[config.mk]
export PLATFORM = sky130hd
export DESIGN_NAME = sifhHistTop
export DESIGN_NICKNAME = d
export VERILOG_FILES = /design/src/verilog/sifhTypesPkg.sv /design/src/verilog/sifhCtrlPkg.sv /design/src/verilog/sifhHistTop.sv /design/src/verilog/sifhHistCtrl.sv /design/src/verilog/peakFinder.sv /design/src/verilog/binIncrementer.sv /design/src/verilog/histRam.sv
export VERILOG_INCLUDE_DIRS = /design/src /design/src/include
export SDC_FILE = /design/constraint.sdc
export NUM_CORES = 1
export LEC_CHECK = 0
export ABC_CLOCK_PERIOD_IN_PS = 3300
export BUFFER_PORTS_ARGS = -buffer_cell sky130_fd_sc_hd__buf_2
export CAP_MARGIN = 20
export CORE_UTILIZATION = 30
export CTS_CLUSTER_DIAMETER = 100
export DETAILED_ROUTE_END_ITERATION = 8
export PLACE_DENSITY = 0.47
export SLEW_MARGIN = 20
export SYNTH_ARGS = -nofsm -noshare
export SYNTH_HDL_FRONTEND = slang
export SYNTH_HIERARCHICAL = 1
export SYNTH_SLANG_ARGS = --single-unit
[constraint.sdc]
create_clock -name clk -period 3.3 [get_ports clk]
set_clock_uncertainty 0.05 [all_clocks]
set_input_delay 0.33 -clock clk [delete_from_list [all_inputs] [get_ports clk]]
set_output_delay 0.33 -clock clk [all_outputs]
set_load 0.03 [all_outputs]
[src/include/sifh_config.svh]
`ifndef SIFH_CONFIG_SVH
`define SIFH_CONFIG_SVH

// width of the raw time code from the channel
`define SIFH_NP 10

// bin index width, the top bits of the time code
`define SIFH_NB 6

// bin counter width, counts hold at all ones
`define SIFH_PEAKMAX 8

`endif
[src/verilog/sifhTypesPkg.sv]
`include "sifh_config.svh"

package sifhTypesPkg;

    // raw time code as delivered with the sample strobe
    typedef logic [`SIFH_NP-1:0] sample_t;

    // histogram bin index, upper bits of a sample
    typedef logic [`SIFH_NB-1:0] binAddr_t;

    // per-bin hit count, saturating
    typedef logic [`SIFH_PEAKMAX-1:0] binCount_t;

    // reported result of one frame
    typedef struct packed {
        binAddr_t  bin;    // winning bin, lowest on a tie
        binCount_t count;  // its count
    } peakResult_t;

endpackage

[src/verilog/sifhCtrlPkg.sv]
package sifhCtrlPkg;

    // frame sequence of the controller
    typedef enum logic [2:0] {
        IDLE,    // empty frame, waiting for hits
        ACCUM,   // frame holds hits
        DRAIN,   // increment pipeline flushing
        SCAN,    // read and clear every bin
        REPORT   // peak search finishing
    } histState_t;

    // histogram RAM write port
    typedef struct packed {
        logic                   en;
        sifhTypesPkg::binAddr_t  addr;
        sifhTypesPkg::binCount_t data;
    } ramWrite_t;

    // histogram RAM read port, data returns one cycle later
    typedef struct packed {
        logic                  en;
        sifhTypesPkg::binAddr_t addr;
    } ramRead_t;

endpackage

[src/verilog/sifhHistTop.sv]
module sifhHistTop (
    input  logic                      clk,
    input  logic                      res,
    input  logic                      sampleValid,
    input  logic                      frameEnd,
    input  sifhTypesPkg::sample_t     sample,
    output logic                      busy,
    output logic                      peakValid,
    output sifhTypesPkg::peakResult_t peak
);
    import sifhTypesPkg::*;
    import sifhCtrlPkg::*;

    ramWrite_t incWr;     // pipeline write request
    ramRead_t  incRd;     // pipeline read request
    ramWrite_t ramWr;
    ramRead_t  ramRd;
    binCount_t rdData;
    logic      accept;
    logic      pipeBusy;
    logic      scanValid;
    logic      scanLast;

    sifhHistCtrl ctrl (
        .clk        (clk),
        .res        (res),
        .sampleValid(sampleValid),
        .frameEnd   (frameEnd),
        .pipeBusy   (pipeBusy),
        .incWr      (incWr),
        .incRd      (incRd),
        .accept     (accept),
        .ramWr      (ramWr),
        .ramRd      (ramRd),
        .scanValid  (scanValid),
        .scanLast   (scanLast),
        .busy       (busy)
    );

    histRam ram (
        .clk   (clk),
        .wr    (ramWr),
        .rd    (ramRd),
        .rdData(rdData)
    );

    binIncrementer inc (
        .clk        (clk),
        .res        (res),
        .accept     (accept),
        .sampleValid(sampleValid),
        .sample     (sample),
        .rdData     (rdData),
        .rd         (incRd),
        .wr         (incWr),
        .pipeBusy   (pipeBusy)
    );

    peakFinder finder (
        .clk      (clk),
        .res      (res),
        .scanValid(scanValid),
        .scanLast (scanLast),
        .rdData   (rdData),
        .peakValid(peakValid),
        .peak     (peak)
    );

endmodule

[src/verilog/sifhHistCtrl.sv]
module sifhHistCtrl (
    input  logic                   clk,
    input  logic                   res,
    input  logic                   sampleValid,
    input  logic                   frameEnd,
    input  logic                   pipeBusy,
    input  sifhCtrlPkg::ramWrite_t incWr,
    input  sifhCtrlPkg::ramRead_t  incRd,
    output logic                   accept,
    output sifhCtrlPkg::ramWrite_t ramWr,
    output sifhCtrlPkg::ramRead_t  ramRd,
    output logic                   scanValid,
    output logic                   scanLast,
    output logic                   busy
);
    import sifhTypesPkg::*;
    import sifhCtrlPkg::*;

    histState_t state;
    histState_t stateNext;
    binAddr_t   scanAddr;   // bin read and cleared this cycle
    logic       waitCnt;    // second cycle of drain or report

    assign accept = (state == IDLE) || (state == ACCUM);
    assign busy = !accept;

    always_comb begin
        stateNext = state;
        case (state)
            IDLE: begin
                if (frameEnd) begin
                    stateNext = DRAIN;
                end else if (sampleValid) begin
                    stateNext = ACCUM;
                end
            end
            ACCUM: begin
                if (frameEnd) begin
                    stateNext = DRAIN;
                end
            end
            DRAIN: begin
                if (waitCnt) begin  // last increment lands on this edge
                    stateNext = SCAN;
                end
            end
            SCAN: begin
                if (scanAddr == '1) begin
                    stateNext = REPORT;
                end
            end
            REPORT: begin
                if (waitCnt) begin  // peak finder registers its result now
                    stateNext = IDLE;
                end
            end
            default: stateNext = IDLE;
        endcase
    end

    always_ff @(posedge clk or negedge res) begin
        if (!res) begin
            state <= IDLE;
            waitCnt <= 1'b0;
            scanAddr <= '0;
            scanValid <= 1'b0;
            scanLast <= 1'b0;
        end else begin
            state <= stateNext;
            waitCnt <= ((state == DRAIN) || (state == REPORT)) ? !waitCnt : 1'b0;
            scanAddr <= (state == SCAN) ? scanAddr + 1'b1 : '0;
            // one cycle late, lined up with the registered RAM data
            scanValid <= (state == SCAN);
            scanLast <= (state == SCAN) && (scanAddr == '1);
        end
    end

    // port selection
    always_comb begin
        ramRd = incRd;
        if (state == SCAN) begin
            ramRd.en = 1'b1;
            ramRd.addr = scanAddr;
        end
        ramWr = incWr;
        if (!pipeBusy) begin  // pipeline owns the write port while it holds items
            ramWr.en = (state == SCAN);
            ramWr.addr = scanAddr;
            ramWr.data = '0;  // clear behind the read
        end
    end

endmodule

[src/verilog/peakFinder.sv]
module peakFinder (
    input  logic                      clk,
    input  logic                      res,
    input  logic                      scanValid,
    input  logic                      scanLast,
    input  sifhTypesPkg::binCount_t   rdData,
    output logic                      peakValid,
    output sifhTypesPkg::peakResult_t peak
);
    import sifhTypesPkg::*;

    binAddr_t  binIdx;     // bin of the count on rdData
    binAddr_t  bestBin;
    binCount_t bestCount;
    logic      lastSeen;   // best now covers every bin

    always_ff @(posedge clk or negedge res) begin
        if (!res) begin
            binIdx <= '0;
            lastSeen <= 1'b0;
            peakValid <= 1'b0;
        end else begin
            lastSeen <= scanValid && scanLast;
            peakValid <= lastSeen;
            if (scanValid) begin
                binIdx <= scanLast ? '0 : binIdx + 1'b1;
            end
        end
    end

    // running max, strictly greater so the lower bin keeps a tie
    always_ff @(posedge clk) begin
        if (scanValid && ((binIdx == '0) || (rdData > bestCount))) begin
            bestBin <= binIdx;
            bestCount <= rdData;
        end
        if (lastSeen) begin
            peak <= '{bin: bestBin, count: bestCount};
        end
    end

endmodule

[src/verilog/binIncrementer.sv]
`include "sifh_config.svh"

module binIncrementer (
    input  logic                    clk,
    input  logic                    res,
    input  logic                    accept,
    input  logic                    sampleValid,
    input  sifhTypesPkg::sample_t   sample,
    input  sifhTypesPkg::binCount_t rdData,
    output sifhCtrlPkg::ramRead_t   rd,
    output sifhCtrlPkg::ramWrite_t  wr,
    output logic                    pipeBusy
);
    import sifhTypesPkg::*;

    localparam int BinLsb = `SIFH_NP - `SIFH_NB;

    binAddr_t  sampleBin;
    logic      s1Valid;     // read issued last cycle
    binAddr_t  s1Bin;
    logic      wrEn;        // write stage
    binAddr_t  wrAddr;
    binCount_t wrData;
    logic      doneValid;   // count written on the last edge
    binAddr_t  doneAddr;
    binCount_t doneData;
    binCount_t baseCount;
    binCount_t nextCount;

    assign sampleBin = sample[`SIFH_NP-1:BinLsb];
    assign rd = '{en: accept && sampleValid, addr: sampleBin};
    assign wr = '{en: wrEn, addr: wrAddr, data: wrData};
    assign pipeBusy = s1Valid || wrEn;

    // stage 1, pick the freshest count for the bin
    always_comb begin
        baseCount = rdData;
        if (doneValid && (doneAddr == s1Bin)) begin
            baseCount = doneData;  // written while our read was in flight
        end
        if (wrEn && (wrAddr == s1Bin)) begin
            baseCount = wrData;    // newest, not yet in RAM
        end
        nextCount = (baseCount == '1) ? baseCount : baseCount + 1'b1;
    end

    always_ff @(posedge clk or negedge res) begin
        if (!res) begin
            s1Valid <= 1'b0;
            wrEn <= 1'b0;
            doneValid <= 1'b0;
        end else begin
            s1Valid <= accept && sampleValid;
            wrEn <= s1Valid;
            doneValid <= wrEn;
        end
    end

    always_ff @(posedge clk) begin
        s1Bin <= sampleBin;
        wrAddr <= s1Bin;
        wrData <= nextCount;
        doneAddr <= wrAddr;
        doneData <= wrData;
    end

endmodule

[src/verilog/histRam.sv]
`include "sifh_config.svh"

module histRam (
    input  logic                    clk,
    input  sifhCtrlPkg::ramWrite_t  wr,
    input  sifhCtrlPkg::ramRead_t   rd,
    output sifhTypesPkg::binCount_t rdData
);
    import sifhTypesPkg::*;

    localparam int NumBins = 1 << `SIFH_NB;

    binCount_t mem [NumBins];

    always_ff @(posedge clk) begin
        if (wr.en) begin
            mem[wr.addr] <= wr.data;
        end
    end

    // registered read, same-address write returns the old count
    always_ff @(posedge clk) begin
        if (rd.en) begin
            rdData <= mem[rd.addr];
        end
    end

endmodule

After elaboration in Yosys (flattened, before gate mapping)
Memory sizes are Yosys's and may differ from the RTL's. A register that Yosys moved wholly into a read port is not among the register bits.
Cells that the tools add are included.
Storage, ports and cells
  register bits: 85
  bits in writable memories: 512
  input port bits: 14
  output and inout bits: 16
  word-level logic and storage cells: 70
  memories kept: 1
Memory list
  ram.mem: words 64, width 8, read ports 1, clocked after Yosys merged registers in 1, wr ports 1, line histRam.sv:13  | binCount_t mem [NumBins];
Operators by class
  add/subtract/negate cells: 3
  $lt $le $gt $ge: 1
  equal/unequal tests: 13
  muxes and demuxes: 17
  reductions and logical operators: 15
Operator list (count)
  8-bit 2-to-1 mux: 3
  3-bit 2-to-1 mux: 6
  15-bit 2-to-1 mux: 1
  3-bit one-hot mux with 5 select lines: 1
  6-bit by 1-bit adder with 6-bit output, second input constant: 2
  6-bit equality test: 2
  6-bit 2-to-1 mux: 2
  8-bit by 1-bit adder with 8-bit output, second input constant: 1
  8-bit equality test, second input constant: 1
  8-bit > comparator: 1
  7-bit 2-to-1 mux: 1
  3-bit by 2-bit equality test with 1-bit output, second input constant: 2
  6-bit equality test, second input constant: 1
  1-bit logical AND: 6
  6-bit logical NOT: 1
  5-bit AND reduction: 1
  1-bit logical OR: 4
  2-bit by 1-bit != test with 1-bit output, second input constant: 2
  2-bit != test, second input constant: 2
  3-bit by 1-bit equality test with 1-bit output, second input constant: 1
  3-bit equality test, second input constant: 1
  3-bit logical NOT: 1
  1-bit 2-to-1 mux: 3
  3-bit != test, second input constant: 1
  1-bit logical NOT: 2

Depth between registers and ports, before layout
  word-level depth: 6
  mapped depth: 14
  mapped depth without buffers: 9

Cells and area by module
Netlist, hierarchy kept.
Modules (own cells, without submodules)
  histRam: instances 1, cells an instance 940, area each 20246.9 sq um, sequential area each 15615.0 sq um
  peakFinder: instances 1, cells an instance 93, area each 1413.9 sq um, sequential area each 1041.0 sq um
  binIncrementer: instances 1, cells an instance 134, area each 1385.1 sq um, sequential area each 755.7 sq um
  sifhHistCtrl: instances 1, cells an instance 87, area each 743.2 sq um, sequential area each 300.3 sq um

Worst setup path before layout
No wires, ideal clock.
  kind: register -> register
  start: reg inc.wrEn
  end: mem ram/mem[62][0] in the netlist's numbering, enable pin
  data arrival time: 2.377 ns
  required time: 2.880 ns
  slack: 0.502 ns
  cell stages (with the launch flop): 8
  period minus slack after synthesis: 2.798 ns
  cell sequence: dfrtp_1 > or2_2 > clkbuf_1 > clkbuf_1 > o21ai_0 > nor2b_1 > nand3_1 > nor2_1
RTL lines
  start: declaration: line binIncrementer.sv:21  | logic wrEn;
  start signal: assignment: line binIncrementer.sv:54  | wrEn <= s1Valid;
  end: declaration: line histRam.sv:13

==> results.py <==
metrics = {
    "clock_network": {
        "tritoncts.num_buffers": 69,
        "worstSkewPairLatency_ns": 0.60,
        "post_cts_buffers": 0,
        "clk_pin_slew_worst_paths_ns": 0.06,
        "cts_tree": "done",
        "cts-root-buf": "sky130_fd_sc_hd__clkbuf_16",
        "cts-htree-levels": 3,
        "cts_num_sinks": 605,
        "ctsLongestPathBuffers": 3,
    },
    "place": {
        "placement.setup.worst_slack_ns": -0.144,
        "finalWeightedCongestion": 0.779,
        "hpwl_mm": 36.5,
        "placement.cell_area_um2": 26100,
        "dp.cells": 2392,
        "buffer_ports.inserted": 25,
    },
    "synth": {
        "post_synth_and_or_nand_nor_area_fraction_pct": 5.23,
        "synth-compound-area-share_pct": 3.03,
        "synth-xor-area-share_pct": 0.663,
        "syn-cell-area_um2": 23800,
        "synth.yosys.seq_area_share_pct": 74.5,
        "synth_cells": 1254,
        "yosys-mux-area-fraction_pct": 14.0,
        "syn_avg_cell_area_um2": 19.0,
        "synth-edff-count": 548,
        "synthDistinctLibCells": 65,
        "synth-seq-cells": 605,
        "largest_family_of_logic_cells_by_synthesized_area": "multiplexers",
        "async_flop_share_pct": 3.80,
        "syn_nets": 1279,
        "yosys.area_share.adder_pct": 0.579,
        "ys.flop_type": "sky130_fd_sc_hd__edfxtp_1",
        "synth-warning-count": 6,
    },
    "global_routing": {
        "grt_use_total_pct": 14.1,
        "aggregate_global_routing_overflow": 0,
        "first_pass_grt_wire_length_mm": 83.9,
        "antenna_found_initial": 1,
        "met1_usage_pct": 18.9,
        "gr-usage-met2_pct": 22.8,
        "globalRouteMet3Util_pct": 2.92,
        "first_global_vias": 12700,
        "grt_busiest_layer": "met2",
        "grt_max_degree": 49,
    },
    "timing": {
        "min_period_over_period_pct": 95.5,
        "fin_ws_ns": 0.148,
        "setup_viol": 0,
        "rsz0062_at_grt": "false",
        "finalCriticalPeriod_ns": 3.15,
        "timing.fmax_mhz": 317,
        "report.final.slew_viol_count": 0,
        "hold_viol_final": 0,
        "timing.slew.headroom_pct": 43.3,
        "slew_of_the_pin_with_the_lowest_slew_margin_ns": 0.850,
    },
    "power": {
        "power-per-cell-area_nw_per_um2": 848,
        "vdd.ir_drop.worst_uv": 471,
        "power.leakage_nw": 9.10,
    },
    "worst_setup_path": {
        "timing.critical_path.to": "ram/rdData[6]",
        "worstSetupEndpointType": "flip-flop",
        "cp_cell_sequence": "nand3b_4 -> clkinv_1 -> nand2_1 -> nand2_4 -> buf_16 -> mux4_2 -> mux2_2 -> o221a_2 -> nor3_4 -> buf_4 -> o32ai_1",
        "timing.critical_path.buf_inv": 3,
        "reg2regPathDepth": 11,
        "worst_path_max_delay_cell": "sky130_fd_sc_hd__mux4_2",
        "slowest_delay_ns": 0.54,
        "start_kind": "flip-flop",
        "cp_data_arrival_time_ns": 3.42,
        "r2r_setup_slk_ns": 0.15,
        "crit-reg2reg-capture": "ram/rdData[6]",
        "path_depth": 11,
        "required_ns": 3.57,
        "critPathKind": "reg2reg",
        "crit_family": "multiplexers",
        "r2r_start": "ctrl/state[2]",
        "setup.worst_path.start": "ctrl/state[2]",
        "path_max_fanout": 26,
    },
    "detailed_routing": {
        "sum_of_routed_wire_length_over_all_layers_mm": 56.0,
        "initialDrtViolationCount": 827,
        "drc_errors": 0,
        "post_detailed_route_wirelength_per_cell_um": 22.2,
        "detailroute.via_count": 12100,
        "viasPerCell": 4.80,
        "detail-route-antenna-nets": 0,
        "first_pass_iters": 5,
    },
    "final_layout": {
        "multi_input_area_um2": 5670,
        "synthToLayoutAreaGrowth_pct": 19.4,
        "utilization_pct": 36.4,
        "fin_area_um2": 28400,
        "antenna-diode-count": 0,
        "finish.net_count": 1457,
        "drive_above_1_share_pct": 28.9,
        "layout.area.seq_um2": 17700,
        "final_non_filler_cells": 2524,
        "fill_cells": 7209,
    },
    "floorplan": {
        "height_of_the_die_um": 284,
        "ioPinCount": 30,
        "std_cell_rows": 102,
        "floorplan.die_area_um2": 80400,
        "floorplan.core_area_um2": 78000,
        "initial_core_util_pct": 30.5,
        "die_w_um": 284,
    },
    "run_status": {
        "outcome": "complete, no violations",
    },
    "flow_run": {
        "drv.max_cap_violation_count": 0,
    },
    "worst_hold_path": {
        "hold_path.class": "in2async",
    },
}
-- worst register-to-register path, stage by stage (launching register included) --
cell                       delay, ns
sky130_fd_sc_hd__dfrtp_1        0.37
sky130_fd_sc_hd__nand3b_4       0.21
sky130_fd_sc_hd__clkinv_1       0.11
sky130_fd_sc_hd__nand2_1        0.09
sky130_fd_sc_hd__nand2_4        0.13
sky130_fd_sc_hd__buf_16         0.24
sky130_fd_sc_hd__mux4_2         0.57
sky130_fd_sc_hd__mux2_2         0.31
sky130_fd_sc_hd__o221a_2        0.31
sky130_fd_sc_hd__nor3_4         0.26
sky130_fd_sc_hd__buf_4          0.15
sky130_fd_sc_hd__o32ai_1        0.08
-- sequential cells by signal, indices dropped and copies added, names as in the netlist --
name	cells
ram/mem	512
finder/peak	14
finder/bestCount	8
inc/doneData	8
inc/wrData	8
ram/rdData	8
ctrl/scanAddr	6
finder/bestBin	6
finder/binIdx	6
inc/doneAddr	6
inc/s1Bin	6
inc/wrAddr	6
ctrl/state	3
ctrl/scanLast	1
ctrl/scanValid	1
ctrl/waitCnt	1
finder/lastSeen	1
finder/peakValid	1
inc/doneValid	1
inc/s1Valid	1
inc/wrEn	1
-- worst min path at each step --
stage                     from               end  cells after the start
after CTS                  res  ctrl/scanAddr[0]                      2
after detailed placement   res  finder/peakValid                      1
final                      res  ctrl/scanAddr[0]                      2
after global routing       res  ctrl/scanAddr[1]                      2
after global placement     res  finder/peakValid                      1
after floorplan            res  ctrl/scanAddr[0]                      0
-- logic make-up after synthesis --
| family | after synthesis |
|---|---|
| AOI/OAI and AO/OA | 102 |
| xor gates and xnor gates | 18 |
| adders and majority gates | 11 |
| buffers and inverters | 82 |
| DFF | 605 |
| muxes | 174 |
| and+or+nand+nor | 262 |
-- power by group --
part           internal, mW  leakage, nW  switching, mW
logic                  3.17         2.68           3.89
clock network          4.44         1.08           2.99
registers              9.16         5.34          0.415
-- synthesized netlist by cell type (10+ instances only) --
cell type                  instances  area share [%]
sky130_fd_sc_hd__edfxtp_1        548              69
sky130_fd_sc_hd__mux4_2          126              12
sky130_fd_sc_hd__nor2_1          107             1.7
sky130_fd_sc_hd__nand2_1          48            0.76
sky130_fd_sc_hd__dfxtp_1          34             2.9
sky130_fd_sc_hd__mux2i_1          29             1.2
sky130_fd_sc_hd__dfrtp_1          23             2.4
sky130_fd_sc_hd__nand3_1          23            0.48
sky130_fd_sc_hd__buf_4            21            0.66
sky130_fd_sc_hd__a21oi_1          19            0.40
sky130_fd_sc_hd__clkbuf_1         19            0.30
sky130_fd_sc_hd__mux2_2           19            0.90
sky130_fd_sc_hd__nor2b_1          18            0.47
sky130_fd_sc_hd__buf_2            15            0.32
sky130_fd_sc_hd__inv_1            15            0.24
sky130_fd_sc_hd__xnor2_1          15            0.55
sky130_fd_sc_hd__and2_1           13            0.34
sky130_fd_sc_hd__nor3_1           13            0.27
sky130_fd_sc_hd__o21ai_0          12            0.25
sky130_fd_sc_hd__ha_1             11            0.58
sky130_fd_sc_hd__o22ai_1          10            0.26
-- metrics by stage --
step / hold slack, ns / TNS [ns] / total power, mW
floorplan: -0.0156 / 0 / 14.2
global placement: 0.285 / -0.125 / 16.8
detailed placement: 0.293 / -0.184 / 16.8
CTS: 0.175 / 0 / 24.4
global route: 0.233 / 0 / 25.2
finish: 0.188 / 0 / 24.1
-- per-layer routing --
layer | vias up | part of all wire [%]
met5 | - | 0.012
met4 | 2 | 2.3
met2 | 252 | 48
li1 | 5399 | -
met1 | 6379 | 45
met3 | 82 | 4.6
-- cell type report --
class	count	share of cell area, %
multi-input cells	567	20.0
clock buffers	94	6.82
inverters	16	0.212
repair buffers	173	5.08
clock inverters	29	0.965
well taps	1040	4.58
flip-flops and latches	605	62.4
-- repair_timing --
| action | in CTS | in global routing |
|---|---|---|
| endpoints found under the hold margin | 32 | 0 |
| endpoints found under the setup margin | 2 | 4 |
| hold buffers | 9 | 0 |
| gates resized for setup | 2 | 6 |
| pin swaps | 0 | 0 |
-- cell usage in the layout (no fill, tap or decap), drive strengths merged, types with 4 or more instances in the layout --
cell	synthesis	final
mux2	19	19
inv	15	19
o221ai	8	8
a211oi	4	4
a31oi	7	7
dlygate4sd3	0	9
nor3	13	13
nand2b	8	8
buf	47	164
o22ai	10	10
dfrtp	23	23
dfxtp	34	34
o21ai	14	14
a221oi	7	7
and2	14	14
nand4	8	8
nand3b	5	5
a21oi	20	20
nand2	48	48
and3	4	4
mux2i	29	29
nor2b	18	18
nand3	23	23
mux4	126	126
ha	11	11
edfxtp	548	548
bufinv	0	4
nor2	107	107
o2111ai	4	4
clkinv	1	20
clkbuf	19	94
xnor2	15	15
(Power assumes the default switching activity.)
